--- config.mk ---
export PLATFORM = sky130hd
export DESIGN_NAME = pkt_fifo_top
export DESIGN_NICKNAME = d
export VERILOG_FILES = /design/src/hw/fifo_pkg.sv /design/src/hw/fifo_ctrl_fsm.sv /design/src/hw/fifo_mem.sv /design/src/hw/pkt_consumer.sv /design/src/hw/pkt_fifo_top.sv /design/src/hw/pkt_producer.sv
export SDC_FILE = /design/constraint.sdc
export NUM_CORES = 1
export LEC_CHECK = 0
export ABC_AREA = 1
export BUFFER_PORTS_ARGS = -buffer_cell sky130_fd_sc_hd__buf_2
export CAP_MARGIN = 20
export CORE_UTILIZATION = 25
export CTS_CLUSTER_DIAMETER = 30
export DETAILED_ROUTE_END_ITERATION = 8
export SETUP_SLACK_MARGIN = 0.1
export SLEW_MARGIN = 40
export SYNTH_ARGS = -nofsm -noshare
export SYNTH_HDL_FRONTEND = slang
export SYNTH_SLANG_ARGS = --single-unit
--- constraint.sdc ---
create_clock -name wr_clk -period 5.2 [get_ports wr_clk]
set_input_delay 0.26 -clock wr_clk [delete_from_list [all_inputs] [get_ports wr_clk]]
set_output_delay 0.26 -clock wr_clk [all_outputs]
set_load 0.005 [all_outputs]
--- src/hw/fifo_pkg.sv ---
package fifo_pkg;

    // ------------------------------------------------------------------
    // Buffer sizing
    // ------------------------------------------------------------------
    localparam int DEPTH    = 16;
    localparam int PTR_WID  = 4;
    localparam int CNT_WID  = 5;
    localparam int WORD_WID = 16;

    // Largest payload length in a command
    localparam int MAX_LEN = 15;

    // Payload base is the packet id moved up by this many bits
    localparam int PAY_BASE_SHIFT = 4;

    // Producer state encoding
    localparam logic [1:0] PST_IDLE = 2'd0;
    localparam logic [1:0] PST_HDR  = 2'd1;
    localparam logic [1:0] PST_PAY  = 2'd2;

    // One buffer word, seen as a header or as payload
    typedef union packed {
        struct packed {
            logic [7:0] pkt_id;
            logic [7:0] pkt_len;
        } hdr;
        struct packed {
            logic [WORD_WID-1:0] data;
        } pay;
    } fifo_word_t;

    // Payload word k of packet id, wraps at 16 bits
    function automatic logic [WORD_WID-1:0] pay_value(input logic [7:0] id,
                                                     input logic [7:0] k);
        return (WORD_WID'(id) << PAY_BASE_SHIFT) + WORD_WID'(k);
    endfunction

endpackage : fifo_pkg

--- src/hw/fifo_ctrl_fsm.sv ---
module fifo_ctrl_fsm
    import fifo_pkg::*;
(
    input  logic               wr_clk,
    input  logic               rd_srst,

    // Write side
    input  logic               i_wr,
    output logic               o_wr_safe,
    output logic               o_wr_rdy,
    output logic [PTR_WID-1:0] o_wr_ptr,
    output logic [CNT_WID-1:0] o_count,
    output logic               o_full,
    output logic               o_oflow,

    // Read side
    input  logic               i_rd,
    output logic               o_rd_safe,
    output logic [PTR_WID-1:0] o_rd_ptr,
    output logic               o_empty,
    output logic               o_uflow
);

    logic [CNT_WID-1:0] wr_ptr_q;
    logic [CNT_WID-1:0] rd_ptr_q;
    logic [CNT_WID-1:0] cnt_raw;
    logic [CNT_WID-1:0] cnt_nxt;

    // ------------------------------------------------------------------
    // Write pointer
    // ------------------------------------------------------------------
    // Strobe is blocked while not ready
    assign o_wr_safe = i_wr && o_wr_rdy;
    assign o_oflow   = i_wr && !o_wr_rdy;

    always_ff @(posedge wr_clk) begin
        if (rd_srst) begin
            wr_ptr_q <= '0;
        end else if (o_wr_safe) begin
            wr_ptr_q <= wr_ptr_q + 1'b1;
        end
    end

    assign o_wr_ptr = wr_ptr_q[PTR_WID-1:0];

    // ------------------------------------------------------------------
    // Read pointer
    // ------------------------------------------------------------------
    assign o_rd_safe = i_rd && !o_empty;
    assign o_uflow   = i_rd && o_empty;

    always_ff @(posedge wr_clk) begin
        if (rd_srst) begin
            rd_ptr_q <= '0;
        end else if (o_rd_safe) begin
            rd_ptr_q <= rd_ptr_q + 1'b1;
        end
    end

    assign o_rd_ptr = rd_ptr_q[PTR_WID-1:0];

    // ------------------------------------------------------------------
    // Count, full, ready and empty
    // ------------------------------------------------------------------
    // Pointer difference, one extra bit tells full from empty
    assign cnt_raw = wr_ptr_q - rd_ptr_q;

    // Occupancy after this edge; both strobes share one clock
    assign cnt_nxt = cnt_raw + CNT_WID'(o_wr_safe) - CNT_WID'(o_rd_safe);

    always_ff @(posedge wr_clk) begin
        if (rd_srst) begin
            o_count  <= '0;
            o_full   <= 1'b0;
            o_wr_rdy <= 1'b0;
        end else begin
            o_count  <= cnt_nxt;
            o_full   <= (cnt_nxt == CNT_WID'(DEPTH));
            o_wr_rdy <= (cnt_nxt < CNT_WID'(DEPTH));
        end
    end

    // Empty follows reads at once and writes one cycle late
    always_ff @(posedge wr_clk) begin
        if (rd_srst) begin
            o_empty <= 1'b1;
        end else if (o_rd_safe) begin
            o_empty <= (cnt_raw <= CNT_WID'(1));
        end else begin
            o_empty <= (cnt_raw == '0);
        end
    end

    // ------------------------------------------------------------------
    // Checks
    // ------------------------------------------------------------------
    // Producer credits must keep every write inside the buffer
    a_no_oflow : assert property (
        @(posedge wr_clk) disable iff (rd_srst) !o_oflow
    ) else $error("fifo_ctrl_fsm: write while not ready");

    // Consumer only reads when empty is low
    a_no_uflow : assert property (
        @(posedge wr_clk) disable iff (rd_srst) !o_uflow
    ) else $error("fifo_ctrl_fsm: read while empty");

endmodule : fifo_ctrl_fsm

--- src/hw/fifo_mem.sv ---
module fifo_mem
    import fifo_pkg::*;
(
    input  logic               wr_clk,

    // Write port
    input  logic               i_we,
    input  logic [PTR_WID-1:0] i_waddr,
    input  fifo_word_t         i_wdata,

    // Read port
    input  logic               i_re,
    input  logic [PTR_WID-1:0] i_raddr,
    output fifo_word_t         o_rdata
);

    fifo_word_t mem [DEPTH];

    // Write in the cycle of the strobe
    always_ff @(posedge wr_clk) begin
        if (i_we) begin
            mem[i_waddr] <= i_wdata;
        end
    end

    // Registered read, data one cycle after i_re
    always_ff @(posedge wr_clk) begin
        if (i_re) begin
            o_rdata <= mem[i_raddr];
        end
    end

endmodule : fifo_mem

--- src/hw/pkt_consumer.sv ---
module pkt_consumer
    import fifo_pkg::*;
(
    input  logic                wr_clk,
    input  logic                rd_srst,

    // Buffer read port
    input  logic                i_empty,
    output logic                o_rd_en,
    input  fifo_word_t          i_rd_data,

    // Back-pressure and credit return
    input  logic                i_stall,
    output logic                o_credit_ret,

    // Per-packet result
    output logic                o_pkt_valid,
    output logic [7:0]          o_pkt_id,
    output logic [7:0]          o_pkt_len,
    output logic [WORD_WID-1:0] o_pkt_sum
);

    logic                rd_vld_q;
    logic                open_q;
    logic                pkt_vld_q;
    logic [7:0]          id_q;
    logic [7:0]          len_q;
    logic [7:0]          rem_q;
    logic [WORD_WID-1:0] sum_q;
    logic                hdr_seen;
    logic                last_seen;

    // ------------------------------------------------------------------
    // Read scheduling
    // ------------------------------------------------------------------
    assign o_rd_en      = !i_empty && !i_stall;
    // Every issued read is accepted, so the credit goes back at once
    assign o_credit_ret = o_rd_en;

    // ------------------------------------------------------------------
    // Decode
    // ------------------------------------------------------------------
    // No open packet means the returning word is a header
    assign hdr_seen  = rd_vld_q && !open_q;
    assign last_seen = rd_vld_q && open_q && (rem_q == 8'd1);

    always_ff @(posedge wr_clk) begin
        if (rd_srst) begin
            rd_vld_q  <= 1'b0;
            open_q    <= 1'b0;
            pkt_vld_q <= 1'b0;
        end else begin
            rd_vld_q  <= o_rd_en;
            pkt_vld_q <= (hdr_seen && (i_rd_data.hdr.pkt_len == 8'd0)) || last_seen;
            if (hdr_seen && (i_rd_data.hdr.pkt_len != 8'd0)) begin
                open_q <= 1'b1;
            end else if (last_seen) begin
                open_q <= 1'b0;
            end
        end
    end

    // Packet fields and running sum
    always_ff @(posedge wr_clk) begin
        if (hdr_seen) begin
            id_q  <= i_rd_data.hdr.pkt_id;
            len_q <= i_rd_data.hdr.pkt_len;
            rem_q <= i_rd_data.hdr.pkt_len;
            sum_q <= '0;
        end else if (rd_vld_q) begin
            sum_q <= sum_q + i_rd_data.pay.data;
            rem_q <= rem_q - 8'd1;
        end
    end

    // Fields stay stable during the pulse cycle
    assign o_pkt_valid = pkt_vld_q;
    assign o_pkt_id    = id_q;
    assign o_pkt_len   = len_q;
    assign o_pkt_sum   = sum_q;

endmodule : pkt_consumer

--- src/hw/pkt_fifo_top.sv ---
module pkt_fifo_top
    import fifo_pkg::*;
(
    input  logic                wr_clk,
    input  logic                rd_srst,

    input  logic                i_cmd_valid,
    input  logic [7:0]          i_cmd_id,
    input  logic [7:0]          i_cmd_len,
    output logic                o_cmd_ready,

    input  logic                i_stall,
    output logic                o_pkt_valid,
    output logic [7:0]          o_pkt_id,
    output logic [7:0]          o_pkt_len,
    output logic [WORD_WID-1:0] o_pkt_sum,

    output logic                o_full,
    output logic                o_oflow,
    output logic                o_uflow
);

    logic               wr_en;
    fifo_word_t         wr_data;
    logic               wr_safe;
    logic [PTR_WID-1:0] wr_ptr;
    logic               rd_en;
    fifo_word_t         rd_data;
    logic               rd_safe;
    logic [PTR_WID-1:0] rd_ptr;
    logic               empty;
    logic               credit_ret;

    pkt_producer u_producer (
        .wr_clk       (wr_clk),
        .rd_srst      (rd_srst),
        .i_cmd_valid  (i_cmd_valid),
        .i_cmd_id     (i_cmd_id),
        .i_cmd_len    (i_cmd_len),
        .o_cmd_ready  (o_cmd_ready),
        .o_wr_en      (wr_en),
        .o_wr_data    (wr_data),
        .i_credit_ret (credit_ret)
    );

    fifo_ctrl_fsm u_ctrl (
        .wr_clk    (wr_clk),
        .rd_srst   (rd_srst),
        .i_wr      (wr_en),
        .o_wr_safe (wr_safe),
        .o_wr_rdy  (),
        .o_wr_ptr  (wr_ptr),
        .o_count   (),
        .o_full    (o_full),
        .o_oflow   (o_oflow),
        .i_rd      (rd_en),
        .o_rd_safe (rd_safe),
        .o_rd_ptr  (rd_ptr),
        .o_empty   (empty),
        .o_uflow   (o_uflow)
    );

    fifo_mem u_mem (
        .wr_clk  (wr_clk),
        .i_we    (wr_safe),
        .i_waddr (wr_ptr),
        .i_wdata (wr_data),
        .i_re    (rd_safe),
        .i_raddr (rd_ptr),
        .o_rdata (rd_data)
    );

    pkt_consumer u_consumer (
        .wr_clk       (wr_clk),
        .rd_srst      (rd_srst),
        .i_empty      (empty),
        .o_rd_en      (rd_en),
        .i_rd_data    (rd_data),
        .i_stall      (i_stall),
        .o_credit_ret (credit_ret),
        .o_pkt_valid  (o_pkt_valid),
        .o_pkt_id     (o_pkt_id),
        .o_pkt_len    (o_pkt_len),
        .o_pkt_sum    (o_pkt_sum)
    );

endmodule : pkt_fifo_top

--- src/hw/pkt_producer.sv ---
module pkt_producer
    import fifo_pkg::*;
(
    input  logic       wr_clk,
    input  logic       rd_srst,

    // Command port
    input  logic       i_cmd_valid,
    input  logic [7:0] i_cmd_id,
    input  logic [7:0] i_cmd_len,
    output logic       o_cmd_ready,

    // Buffer write port
    output logic       o_wr_en,
    output fifo_word_t o_wr_data,

    // One credit per word read by the consumer
    input  logic       i_credit_ret
);

    logic [1:0]         state_q;
    logic [1:0]         state_nxt;
    logic [7:0]         id_q;
    logic [7:0]         len_q;
    logic [7:0]         word_cnt_q;
    logic [CNT_WID-1:0] credit_q;
    logic               cmd_rdy_q;
    logic               accept;
    logic               last_pay;

    assign o_cmd_ready = cmd_rdy_q;
    assign accept      = i_cmd_valid && cmd_rdy_q;

    // Write whenever a word is pending and a credit is held
    assign o_wr_en  = (state_q != PST_IDLE) && (credit_q != '0);
    assign last_pay = (word_cnt_q == len_q - 8'd1);

    // ------------------------------------------------------------------
    // FSM
    // ------------------------------------------------------------------
    always_comb begin
        state_nxt = state_q;
        case (state_q)
            PST_IDLE: if (accept) state_nxt = PST_HDR;
            PST_HDR:  if (o_wr_en) state_nxt = (len_q == 8'd0) ? PST_IDLE : PST_PAY;
            PST_PAY:  if (o_wr_en && last_pay) state_nxt = PST_IDLE;
            default:  state_nxt = PST_IDLE;
        endcase
    end

    always_ff @(posedge wr_clk) begin
        if (rd_srst) begin
            state_q   <= PST_IDLE;
            cmd_rdy_q <= 1'b0;
            credit_q  <= CNT_WID'(DEPTH);
        end else begin
            state_q   <= state_nxt;
            cmd_rdy_q <= (state_nxt == PST_IDLE);
            // Spend and return in one cycle cancel out
            credit_q  <= credit_q - CNT_WID'(o_wr_en) + CNT_WID'(i_credit_ret);
        end
    end

    // Command fields and word index
    always_ff @(posedge wr_clk) begin
        if (accept) begin
            id_q       <= i_cmd_id;
            len_q      <= i_cmd_len;
            word_cnt_q <= '0;
        end else if ((state_q == PST_PAY) && o_wr_en) begin
            word_cnt_q <= word_cnt_q + 8'd1;
        end
    end

    // Header word first, then the payload words
    always_comb begin
        o_wr_data = '0;
        if (state_q == PST_HDR) begin
            o_wr_data.hdr.pkt_id  = id_q;
            o_wr_data.hdr.pkt_len = len_q;
        end else begin
            o_wr_data.pay.data = pay_value(id_q, word_cnt_q);
        end
    end

    a_credit_max : assert property (
        @(posedge wr_clk) disable iff (rd_srst) credit_q <= CNT_WID'(DEPTH)
    ) else $error("pkt_producer: credit count above DEPTH");

    a_cmd_len : assert property (
        @(posedge wr_clk) disable iff (rd_srst) accept |-> (i_cmd_len <= 8'(MAX_LEN))
    ) else $error("pkt_producer: command length above MAX_LEN");

endmodule : pkt_producer

After elaboration in Yosys (flattened, before gate mapping)
Memory sizes are Yosys's and may differ from the RTL's. A register that Yosys moved wholly into a read port is not among the register bits. Cells that the tools add are included.

Bits in registers: 88. Bits in writable memories: 256. Logic and storage cells: 80. Memories kept: 1.

Memories: u_mem.mem (depth 16, bits a word 16, read ports 1, clocked after Yosys merged registers in 1, write ports 1, line fifo_mem.sv:17) `fifo_word_t mem [DEPTH];`.

Add/subtract/negate cells: 12. Magnitude comparators: 2. Equal/unequal tests: 5. Multiplexer cells: 13. Reductions and logical operators: 29.

Operators with widths (count): 16-bit adder (1); 8-bit zero test (2); 16-bit 2-to-1 mux (1); 8-bit 2-to-1 mux (2); 8-bit by 1-bit subtractor with 8-bit output (second input constant) (2); 1-bit logical AND (14); 12-bit by 8-bit adder with 13-bit output (1); 5-bit by 1-bit adder with 5-bit output (2); 5-bit by 1-bit adder with 5-bit output (second input constant) (2); 5-bit by 1-bit subtractor with 5-bit output (2); 8-bit by 1-bit adder with 8-bit output (second input constant) (1); 8-bit by 1-bit == test with 1-bit output (second input constant) (1); 8-bit == test (1); 2-bit 2-to-1 mux (4); 8-bit nonzero test (1); 2-bit one-hot mux with 3 select lines (1); 2-bit nonzero test (3); 5-bit == test (second input constant) (1); 5-bit by 1-bit <= comparator with 1-bit output (second input constant) (1); 5-bit zero test (1); 5-bit less-than comparator (second input constant) (1); 1-bit 2-to-1 mux (5); 5-bit nonzero test (1); 5-bit subtractor (1); 5 further kinds (9).

Logic depth before layout (Yosys ltp)
Gate-level depths: netlist of the first run.

Word-level depth: 6. Mapped depth: 19. Depth with buffers taken out: 19.

Modules after synthesis
Synthesis of the first run repeated with hierarchy kept, for this count alone.

Cells, all modules: 1824. Area, all modules: 17146.4 um2.

By module, submodules not included: fifo_mem (instances 1, cells an instance 1076, area each 11542.3 um2); pkt_consumer (instances 1, cells an instance 328, area each 2499.9 um2); pkt_producer (instances 1, cells an instance 258, area each 1946.9 um2); fifo_ctrl_fsm (instances 1, cells an instance 162, area each 1157.4 um2).

Worst setup path after synthesis of the first run
Ideal clock, no wire load.

Path type: flip-flop to flip-flop. Start point: register u_ctrl.o_empty. End point: register u_producer.credit_q[4]. Library setup time: 0.123 ns. Data arrival time: 2.817 ns. Data required time: 5.077 ns. Path slack: 2.260 ns. Cell stages (with the launch flop): 14. Path buffers: 0. Clock period less this slack: 2.940 ns. Cell sequence: dfxtp_1 > nor2_1 > inv_1 > ha_1 > inv_1 > ha_1 > inv_1 > fa_1 > inv_1 > nand2_1 > a21oi_1 > nor2_1 > inv_1 > o21ai_0.

Cells in the longest elaborated chain, start to end: 3.

RTL lines: start, declared (line fifo_ctrl_fsm.sv:20) `output logic o_empty,`; start signal, assigned (line fifo_ctrl_fsm.sv:88) `o_empty <= (cnt_raw <= CNT_WID'(1));`; start signal, assigned (line fifo_ctrl_fsm.sv:90) `o_empty <= (cnt_raw == '0);`; 1-bit zero test (line pkt_consumer.sv:36) `assign o_rd_en = !i_empty && !i_stall;`; 1-bit logical AND (line pkt_consumer.sv:36); via credit_ret (line pkt_fifo_top.sv:32) `logic credit_ret;`; 5-bit by 1-bit adder with 5-bit output (line pkt_producer.sv:60) `credit_q <= credit_q - CNT_WID'(o_wr_en) + CNT_WID'(i_credit_ret);`; end signal, assigned (line pkt_producer.sv:55) `credit_q <= CNT_WID'(DEPTH);`; end signal, assigned (line pkt_producer.sv:60); end, declared (line pkt_producer.sv:26) `logic [CNT_WID-1:0] credit_q;`.

The timed path passes the listed nets, and every way through them passes these cells. A chain may end at the register's enable or synchronous reset.

Worst setup path after layout of the first run
Start point: register u_ctrl.rd_ptr_q[0]. End point: register u_ctrl.o_full.

Cells in the longest elaborated chain, start to end: 4.

RTL lines: start, declared (line fifo_ctrl_fsm.sv:25) `logic [CNT_WID-1:0] rd_ptr_q;`; start signal, assigned (line fifo_ctrl_fsm.sv:56) `rd_ptr_q <= rd_ptr_q + 1'b1;`; 5-bit subtractor (line fifo_ctrl_fsm.sv:66) `assign cnt_raw = wr_ptr_q - rd_ptr_q;`; 5-bit by 1-bit adder with 5-bit output (line fifo_ctrl_fsm.sv:69) `assign cnt_nxt = cnt_raw + CNT_WID'(o_wr_safe) - CNT_WID'(o_rd_safe);`; 5-bit by 1-bit subtractor with 5-bit output (line fifo_ctrl_fsm.sv:69); 5-bit == test (line fifo_ctrl_fsm.sv:78) `o_full <= (cnt_nxt == CNT_WID'(DEPTH));`; end signal, assigned (line fifo_ctrl_fsm.sv:78); end, declared (line fifo_ctrl_fsm.sv:13) `output logic o_full,`.

No other way between the ends.

==> flow_summary.json, run 1 <==
{
  "status": "finished, final reports clean",
  "synth_edf_count": 312,
  "finClkSkew_ns": 0.0427,
  "swShare": 0.284,
  "die_w_um": 251,
  "critPathCaptureType": "register",
  "synthArstFlopShare": 0,
  "antenna_left": 0,
  "fin_area_um2": 19300,
  "synth_xor_area_frac": 0.0101,
  "p_switching_mw": 2.67,
  "synth_adder_area_share": 0.0443,
  "antenna_cells": 0,
  "wire_per_inst_um": 16.2,
  "crit_type": "register to register",
  "finalSetupTns_ns": 0,
  "met3_length_mm": 2.44,
  "dpl_cell_area_um2": 16900,
  "crit_arrival_ns": 3.41,
  "yosysUniqueCellTypes": 36,
  "min_period_ns": 2.88,
  "drc": 0,
  "rsz0062_at_grt": "false",
  "netlist_top_cells_count": "312 x edfxtp_1, 213 x nor2_1, 178 x nand2_1, 151 x o21ai_0, 86 x inv_1",
  "post-route-util": 0.314,
  "hold_path_class": "input pin to register",
  "die_y_um": 251,
  "p_int_mw": 6.75,
  "antenna_found_initial": 0,
  "synth_top_area_share": 0.603,
  "grt_usage": 0.121,
  "final_max_slew_viol_count": 0,
  "dr_wl_met2_mm": 18.0,
  "ir_worst_vdd_v": 0.000317,
  "combPwrFrac": 0.157,
  "clkLatencyLatePin_ns": 0.62,
  "drt-met1-wl_mm": 17.2,
  "hold_violations": 0,
  "hpwl_mm": 23.2,
  "synth_top_family_by_area": "simple AND/OR/NAND/NOR gates",
  "fillers": 6110,
  "drtIter0Drc": 1007,
  "syn-cell-area_um2": 15500,
  "relSlewSlack": 0.452,
  "clockBufferDepth": 3,
  "synth_nets": 1451,
  "die-area_um2": 63200,
  "tightest_slew_ns": 0.819,
  "power.clock.fraction": 0.469,
  "synth_area_leader_cell": "edfxtp_1",
  "ctsResizeCount": 0,
  "area_growth_pct": 24.5,
  "seq_power_share": 0.374,
  "start_util": 0.252,
  "grt_pass1_wl_mm": 59.7,
  "multi_input_area_um2": 4620,
  "max_freq_mhz": 348,
  "setup_viol": 0,
  "yosys_warnings": 0,
  "synth.most_common_cell": "edfxtp_1",
  "leakagePower_nw": 7.08,
  "clk_pin_slew_worst_paths_ns": 0.05,
  "grt_pass1_vias": 10700,
  "ys_seq_area_frac": 0.665,
  "syn_avg_cell_area_um2": 11.3,
  "vias": 10800,
  "io_pins": 57,
  "crit_fanout": 64,
  "synth_simple_gate_area_frac": 0.123,
  "cts_num_sinks": 360,
  "syn_inst": 1379,
  "gr-total-overflow": 0,
  "worstPathRequired_ns": 5.74,
  "wirelength_mm": 38.4,
  "yosys_most_used_dff": "edfxtp_1",
  "cts_buffers": 60,
  "nNetsFinal": 1559,
  "place_congestion": 0.862,
  "cts_tree": "done",
  "synthMuxAreaShare": 0,
  "dr.max_layer_used": "met4",
  "drive_gt1_frac": 0.146,
  "fin_crit_sh": 0.553,
  "port_buffers": 55,
  "core_um2": 61600,
  "cap_violations": 0,
  "regArea_um2": 10300,
  "ys_ff_latch": 360,
  "cts_root_buf": "clkbuf_16",
  "rows": 91,
  "ys_top_cells_by_area": "edfxtp_1 60%, dfxtp_1 6.2%, nor2_1 5.1%",
  "htreeDepth": 2,
  "via_per_inst": 4.56,
  "start_kind": "register",
  "dr.pass1.iters": 5,
  "grt_max_degree": 81,
  "power_density_nw_per_um2": 487,
  "synth_compound_area_frac": 0.116
}
-- flip-flops by register name (all words and copies together), names as in the netlist, 5 cells and up --
signal,count
u_mem.mem,256
u_mem.o_rdata,16
u_ctrl.wr_ptr_q,5
u_producer.id_q,8
u_producer.len_q,8
u_producer.credit_q,5
u_consumer.rem_q,8
u_consumer.o_pkt_id,8
u_ctrl.rd_ptr_q,5
u_producer.word_cnt_q,8
u_consumer.o_pkt_sum,16
u_consumer.o_pkt_len,8
-- critical path, stage by stage (launching register included) --
cell,delay [ns]
dfxtp_4,0.79
ha_1,0.25
inv_1,0.06
fa_1,0.54
inv_1,0.11
fa_1,0.47
nand3_1,0.11
nand2_1,0.07
xnor2_1,0.20
nand3_1,0.09
nor2_1,0.09
-- power by group through the flow --
stage | Clock (mW) | Combinational [mW] | Sequential [mW]
after detailed placement | 0 | 1.46 | 3.59
after global placement | 0 | 1.41 | 3.58
after global routing | 4.62 | 1.67 | 3.55
final | 4.42 | 1.48 | 3.53
after CTS | 4.48 | 1.48 | 3.53
after floorplan | 0 | 1.06 | 3.52
-- metal layers --
layer,up-vias,track usage
met1,5256,0.159
li1,5166,-
met2,348,0.201
met4,0,0.0354
met5,-,0
met3,56,0.0227
-- cells by family (layout without fill, tap and decap cells) --
kind of cell    count (synthesis)  count (layout)
simple gates                  475             475
flops                         360             360
compound gates                323             323
buf+inv                       150             309
fa+ha+maj                      52              52
xor+xnor                       18              18
other cells                     1               1
-- per-stage QoR --
step                std cells  hold slack (ns)  total power, mW  setup slack, ns
finish                   2375           0.0758             9.43             2.32
global route             2375           0.0822             9.84             2.11
CTS                      2375           0.0581             9.49             2.33
detailed placement       2246            0.438             5.05             2.34
global placement         2246            0.437             4.99             2.39
floorplan                1379            0.359             4.57             2.26
-- area by class of cell --
class	instances	area share
flip-flops and latches	360	0.534
multi-input cells	869	0.239
clock buffers	62	0.0780
well taps	837	0.0541
clock inverters	51	0.0410
repair buffers	105	0.0359
inverters	91	0.0178
-- path summary, 6_finish.rpt --
kind	to	cells past startpoint	start	slack, ns
hold / removal	u_producer.credit_q[1]$_SDFF_PP0_	2	rd_srst	0.08
setup reg to reg	u_ctrl.o_full$_SDFF_PP0_	10	u_ctrl.rd_ptr_q[0]$_SDFFE_PP0P_	2.32
hold reg to reg	u_consumer.o_pkt_sum[6]$_SDFFE_PP0P_	2	u_consumer.o_pkt_sum[6]$_SDFFE_PP0P_	0.47
setup / recovery	u_ctrl.o_full$_SDFF_PP0_	10	u_ctrl.rd_ptr_q[0]$_SDFFE_PP0P_	2.32
-- cell usage in the layout, fill, tap and decap left out, types with 5 or more instances in the layout --
master / synthesis / routed
edfxtp_1: 312 / 312
nor2_1: 213 / 202
nand2_1: 178 / 178
o21ai_0: 151 / 149
inv_1: 86 / 85
nand3_1: 65 / 65
clkbuf_16: 0 / 60
buf_2: 15 / 55
a21oi_1: 53 / 53
ha_1: 47 / 47
dfxtp_1: 48 / 46
o22ai_1: 43 / 41
o21ai_1: 33 / 35
buf_4: 3 / 33
o221ai_1: 25 / 25
dlygate4sd3_1: 0 / 16
bufinv_16: 0 / 14
clkinv_4: 0 / 13
nor2_2: 0 / 10
xor2_1: 10 / 10
nand4_1: 9 / 9
xnor2_1: 8 / 8
o211ai_1: 7 / 7
inv_6: 0 / 7
fa_1: 5 / 5
clkinvlp_4: 0 / 5
-- timing repair --
item                      CTS  global route
hold endpoints to repair   16             0
hold buffers               16             0
buffers inserted            0             0
No activity file was read; power rests on OpenSTA's default activity.
==> run 2: changes to the inputs <==
- ABC_AREA: 1 -> 0
- clock period: 5.2 -> 2.52 ns (I/O delays scaled with it)
==> run 2 against run 1 <==
The flow now finishes with violations (setup timing). Worst setup slack got worse by 2.4 ns. Global-route usage down 1.1 points. Utilization up 1.0 points. Maximum frequency is 10% higher. Worst hold slack improved by 0.058 ns. Clock skew fell by 0.0098 ns. Register-to-register slack lost 2.4 ns. Cell count fell by 19%. Die area decreased by 0.61%. Clock power up 100%. Sequential power grew 100%. Synthesized cell count decreased by 34%.
==> flow_summary.json, run 2 <==
{
  "status": "finished, violations left",
  "violations": "setup timing",
  "seq_power_share": 0.380,
  "final_common_cell": "edfxtp_1",
  "cpMaxStageDelayCell": "or4_4",
  "drtIter0Drc": 541,
  "synth_top_area_share": 0.607,
  "hold_slack_ns": 0.134,
  "synth_edf_count": 312,
  "ys_top_cells_by_area": "edfxtp_1 61%, mux4_2 8.3%, dfxtp_1 6.2%",
  "hpwl_mm": 21.1,
  "min_period_ns": 2.61,
  "gr-total-overflow": 0,
  "grt_pass1_vias": 8866,
  "vias": 8641,
  "path_depth": 11,
  "crit_chain": "inv_2 -> ha_4 -> nor4b_4 -> nor3b_4 -> inv_2 -> ha_4 -> inv_4 -> ha_4 -> fa_2 -> or4_4 -> nor3_4",
  "reg2reg_depth": 11,
  "rows": 90,
  "p_switching_mw": 4.78,
  "rr_startpoint": "u_producer.credit_q[3]$_SDFF_PP0_",
  "syn_avg_cell_area_um2": 16.9,
  "timing.critical_path.mode_cell": "ha_4",
  "critPathBufInv": 3,
  "place_congestion": 0.799,
  "port_buffers": 55,
  "hold_violations": 0,
  "antenna_left": 0,
  "drive_gt1_frac": 0.304,
  "crit_arrival_ns": 3.11,
  "multi_input_area_um2": 4920,
  "core_um2": 60700,
  "clkLatencyLatePin_ns": 0.59,
  "drc": 0,
  "hold_depth": 4,
  "area_growth_pct": 27.5,
  "synthArstFlopShare": 0,
  "p_int_mw": 14.0,
  "wirelength_mm": 34.2,
  "worstPathRequired_ns": 3.02,
  "yosysUniqueCellTypes": 74,
  "r2r_end": "u_ctrl.o_full$_SDFF_PP0_",
  "yosys_most_used_dff": "edfxtp_1",
  "relSlewSlack": 0.564,
  "synth_area_leader_cell": "edfxtp_1",
  "netlist_top_cells_count": "312 x edfxtp_1, 57 x mux4_2, 50 x nor2_1, 48 x dfxtp_1, 47 x ha_1",
  "fillers": 5810,
  "synth.most_common_cell": "edfxtp_1",
  "setup_ws_ns": -0.0943,
  "hold_end": "u_consumer.rd_vld_q$_SDFF_PP0_",
  "dr.pass1.iters": 5,
  "r2r_slack_ns": -0.09,
  "yosys_warnings": 0,
  "clockBufferDepth": 3,
  "min-delay-start": "i_stall",
  "crit_family": "simple AND/OR/NAND/NOR gates",
  "antenna_found_initial": 0,
  "synth_nets": 985,
  "grt_max_degree": 68,
  "syn_inst": 913,
  "io_pins": 57,
  "syn-cell-area_um2": 15400,
  "clk_pin_slew_worst_paths_ns": 0.05,
  "cts_num_sinks": 360,
  "power.clock.fraction": 0.472,
  "finClkSkew_ns": 0.0329,
  "crit_type": "register to register",
  "cts_buffers": 66,
  "critPathCaptureType": "register",
  "cpPeakStageDelay_ns": 0.54,
  "rsz0062_at_grt": "true",
  "mostFrequentLayoutCells": "312 x edfxtp_1, 70 x buf_4, 68 x clkbuf_16",
  "top_register": "u_mem.mem",
  "cts_root_buf": "clkbuf_16",
  "cts_tree": "done",
  "grt_usage": 0.110,
  "ys_seq_area_frac": 0.669,
  "die-area_um2": 62800,
  "ir_worst_vdd_v": 0.000510,
  "post-route-util": 0.324,
  "nNetsFinal": 1166,
  "wire_per_inst_um": 17.7,
  "via_per_inst": 4.48,
  "setup_viol": 2,
  "htreeDepth": 3,
  "combPwrFrac": 0.149,
  "power_density_nw_per_um2": 952,
  "largest_reg_flops": 256,
  "start_util": 0.254,
  "final_max_slew_viol_count": 0,
  "tightest_slew_ns": 0.654,
  "regArea_um2": 10300,
  "fin_crit_sh": 1.04,
  "leakagePower_nw": 6.79,
  "ys_ff_latch": 360,
  "place_ws_ns": -0.191,
  "die_w_um": 251,
  "max_freq_mhz": 383,
  "start_kind": "register",
  "crit_fanout": 2,
  "die_y_um": 251,
  "grt_pass1_wl_mm": 52.5,
  "swShare": 0.255,
  "hold_path_class": "input pin to register",
  "cap_violations": 0,
  "cp-startpoint": "u_producer.credit_q[3]$_SDFF_PP0_"
}
## run 2: final cells by class
type | instances | area share
diodes | 1 | 0.000127
clock buffers | 71 | 0.0870
clock inverters | 50 | 0.0277
inverters | 42 | 0.00814
multi-input cells | 479 | 0.250
flip-flops and latches | 360 | 0.525
well taps | 782 | 0.0497
repair buffers | 145 | 0.0524
## run 2: timing repair
action | in CTS | in global routing
hold buffers | 17 | 0
endpoints found under the hold margin | 17 | 0
pin swaps | 9 | 16
buffers inserted | 3 | 6
resized for setup | 10 | 13
setup endpoints to repair | 5 | 23
## run 2: metrics by stage
stage | area [µm²] | TNS (ns) | power, mW | instances
floorplan | 15500 | -0.323 | 8.99 | 913
global placement | 17100 | -0.115 | 9.71 | 1782
detailed placement | 17100 | -0.292 | 9.79 | 1782
CTS | 19600 | -0.125 | 18.8 | 1923
global route | 19700 | -0.423 | 19.5 | 1929
finish | 19700 | -0.110 | 18.7 | 1930
## run 2: worst register-to-register path, cell delays in order (launching register included)
cell and delay (ns):
dfxtp_2 0.33, inv_2 0.05, ha_4 0.14, nor4b_4 0.13
nor3b_4 0.21, inv_2 0.07, ha_4 0.27, inv_4 0.03
ha_4 0.15, fa_2 0.41, or4_4 0.54, nor3_4 0.19
## run 2: worst max-delay path by stage
stage	to	slack, ns
floorplan	u_producer.credit_q[4]$_SDFF_PP1_	-0.19
global placement	u_producer.credit_q[4]$_SDFF_PP1_	-0.12
detailed placement	u_producer.credit_q[4]$_SDFF_PP1_	-0.19
CTS	u_producer.credit_q[4]$_SDFF_PP1_	-0.09
global route	u_ctrl.o_full$_SDFF_PP0_	-0.19
finish	u_ctrl.o_full$_SDFF_PP0_	-0.09
## run 2: layer usage
layer  up-vias  track usage  share of wire
met5         -            0              0
met4         0       0.0337          0.017
met3        47       0.0297          0.056
met2       245        0.176           0.47
met1      4354        0.146           0.46
li1       3995            -              -
## run 2: power by group through the flow
stage	combinational [mW]	sequential (mW)	clock, mW
global route	3.07	7.15	9.33
detailed placement	2.55	7.24	0
floorplan	1.81	7.18	0
finish	2.79	7.12	8.84
CTS	2.67	7.12	9.04
global placement	2.48	7.23	0
## run 2: logic make-up (layout without fill, tap and decap cells)
kind of cell | count (synthesis) | after routing | synth area share
other cells | 1 | 2 | 0.000243
simple gates | 171 | 171 | 0.0576
buf+inv | 74 | 308 | 0.0215
mux | 87 | 87 | 0.127
xor+xnor | 52 | 52 | 0.0295
compound gates | 116 | 116 | 0.0506
flops | 360 | 360 | 0.669
fa+ha+maj | 52 | 52 | 0.0446
==> run 3: changes to the inputs <==
- CORE_ASPECT_RATIO: default -> 2
==> run 3 against run 2 <==
The flow finishes with violations (DRC, setup timing). Worst hold slack worse by 0.080 ns. Global-route usage rose by 0.30 points. Worst setup slack better by 0.053 ns. First-iteration DRC count down 32%. Sequential cell count did not move. Die area barely moved. Critical path type unchanged. Critical path depth up 1.
==> flow_summary.json, run 3 (same netlist as run 2, synthesis figures left out) <==
{
  "vias": 8541,
  "htreeDepth": 2,
  "dr.pass1.iters": 6,
  "crit_arrival_ns": 3.04,
  "finClkSkew_ns": 0.0282,
  "grt_pass1_vias": 9071,
  "p_switching_mw": 4.43,
  "clockBufferDepth": 3,
  "via_per_inst": 4.53,
  "setup_viol": 2,
  "p_int_mw": 12.1,
  "reg2reg_depth": 12,
  "worstPathRequired_ns": 3.00,
  "cts_tree": "done",
  "place_congestion": 0.782,
  "power_density_nw_per_um2": 871,
  "clk_pin_slew_worst_paths_ns": 0.06,
  "start_util": 0.253,
  "cap_violations": 0,
  "antenna_left": 0,
  "crit_fanout": 2,
  "port_buffers": 55,
  "hpwl_mm": 22.7,
  "ir_worst_vdd_v": 0.000476,
  "hold_violations": 0,
  "fin_area_um2": 19000,
  "drive_gt1_frac": 0.279,
  "cts_num_sinks": 360,
  "hold_depth": 2,
  "die_y_um": 353,
  "final_common_cell": "edfxtp_1",
  "antenna_cells": 0,
  "die_w_um": 178,
  "cts_buffers": 46,
  "mostFrequentLayoutCells": "312 x edfxtp_1, 60 x buf_4, 57 x mux4_2",
  "hold_slack_ns": 0.0539,
  "tightest_slew_ns": 0.645,
  "setup_ws_ns": -0.0416,
  "min-delay-start": "rd_srst",
  "cts_root_buf": "clkbuf_16",
  "largest_reg_flops": 256,
  "final_max_slew_viol_count": 0,
  "nNetsFinal": 1140,
  "clkLatencyLatePin_ns": 0.58,
  "swShare": 0.267,
  "crit_type": "register to register",
  "rows": 128,
  "antenna_found_initial": 0,
  "io_pins": 57,
  "status": "finished, violations left",
  "violations": "DRC, setup timing",
  "core_um2": 61000,
  "fin_crit_sh": 1.02,
  "top_register": "u_mem.mem",
  "hold_end": "u_producer.credit_q[1]$_SDFF_PP0_",
  "max_freq_mhz": 390,
  "wirelength_mm": 35.1,
  "leakagePower_nw": 6.43,
  "dpl_cell_area_um2": 17100,
  "hold_path_class": "input pin to register",
  "start_kind": "register",
  "grt_max_degree": 68,
  "wire_per_inst_um": 18.6,
  "r2r_end": "u_ctrl.o_full$_SDFF_PP0_",
  "rsz0062_at_grt": "true",
  "relSlewSlack": 0.570,
  "critPathCaptureType": "register",
  "drtIter0Drc": 369,
  "drc": 1,
  "min_period_ns": 2.56,
  "area_growth_pct": 23.3,
  "gr-total-overflow": 0,
  "grt_usage": 0.113,
  "combPwrFrac": 0.167,
  "r2r_slack_ns": -0.04,
  "die-area_um2": 62800,
  "power.clock.fraction": 0.405,
  "grt_pass1_wl_mm": 53.4,
  "seq_power_share": 0.428,
  "rr_startpoint": "u_producer.credit_q[2]$_SDFF_PP0_"
}
run 3: cell types whose count changed in the layout (fill, tap and decap cells not counted), sizes merged, moves of 2 or more:
cell and change:
clkinvlp -2, clkinv -12, bufinv -3, buf -5, clkbuf -22, inv +3
run 3: stage by stage:
stage	TNS [ns]	power [mW]	util	setup WS, ns	instances
after floorplan	-0.323	8.99	-	-0.190	913
after global placement	-0.132	9.74	0.281	-0.124	1776
after detailed placement	-0.256	9.83	0.281	-0.141	1776
after CTS	-0.161	16.7	0.310	-0.0826	1881
after global routing	-0.405	17.3	0.312	-0.157	1885
final	-0.0785	16.6	0.312	-0.0416	1885
run 3: layer usage:
layer / track usage / vias to the layer above / share of wire
li1: - / 3925 / -
met1: 0.116 / 4351 / 0.36
met2: 0.220 / 196 / 0.57
met3: 0.0185 / 69 / 0.039
met4: 0.0472 / 0 / 0.032
met5: 0 / - / 0
run 3: final cells by class:
| cell class | count | area (µm²) |
|---|---|---|
| Clock buffer | 49 | 1160 |
| Clock inverter | 36 | 439 |
| Tap cell | 780 | 976 |
| Inverter | 42 | 158 |
| Sequential cell | 360 | 10300 |
| Multi-Input combinational cell | 479 | 4920 |
| Timing Repair Buffer | 139 | 1050 |
| Fill cell | 5907 | 42000 |
run 3: how the worst max path moves through the flow:
stage                                      start                                 to  slack, ns  cells past startpoint
5_1_grt        u_producer.credit_q[3]$_SDFF_PP0_           u_ctrl.o_full$_SDFF_PP0_      -0.16                     12
3_5_place_dp   u_producer.credit_q[2]$_SDFF_PP0_  u_producer.credit_q[4]$_SDFF_PP1_      -0.14                     15
3_3_place_gp   u_producer.credit_q[2]$_SDFF_PP0_  u_producer.credit_q[4]$_SDFF_PP1_      -0.12                     15
4_1_cts        u_producer.credit_q[2]$_SDFF_PP0_           u_ctrl.o_full$_SDFF_PP0_      -0.08                     11
6_report       u_producer.credit_q[2]$_SDFF_PP0_           u_ctrl.o_full$_SDFF_PP0_      -0.04                     12
2_1_floorplan          u_ctrl.o_empty$_SDFF_PP1_  u_producer.credit_q[4]$_SDFF_PP1_      -0.19                     12
run 3: worst max-delay path: stages, from the launching register on:
cell and delay [ns]:
dfxtp_2 0.33, inv_2 0.05, ha_4 0.14, nor4b_4 0.13, nor3b_4 0.22, inv_2 0.07, ha_4 0.27, inv_2 0.03
ha_4 0.15, fa_2 0.36, xor2_1 0.14, or4_4 0.41, nor3_2 0.16
run 3: what timing repair did:
item / in CTS / in global routing
pin swaps: 7 / 16
setup buffers: 4 / 4
resized for setup: 8 / 15
setup endpoints to repair: 6 / 7
hold endpoints to repair: 16 / 0
hold buffers: 16 / 0
run 3: power by group through the flow:
| stage | registers [mW] | clock network (mW) | logic, mW |
|---|---|---|---|
| final | 7.10 | 6.71 | 2.77 |
| after global routing | 7.13 | 7.09 | 3.08 |
| after CTS | 7.10 | 6.88 | 2.71 |
| after detailed placement | 7.23 | 0 | 2.61 |
| after global placement | 7.22 | 0 | 2.52 |
| after floorplan | 7.18 | 0 | 1.81 |
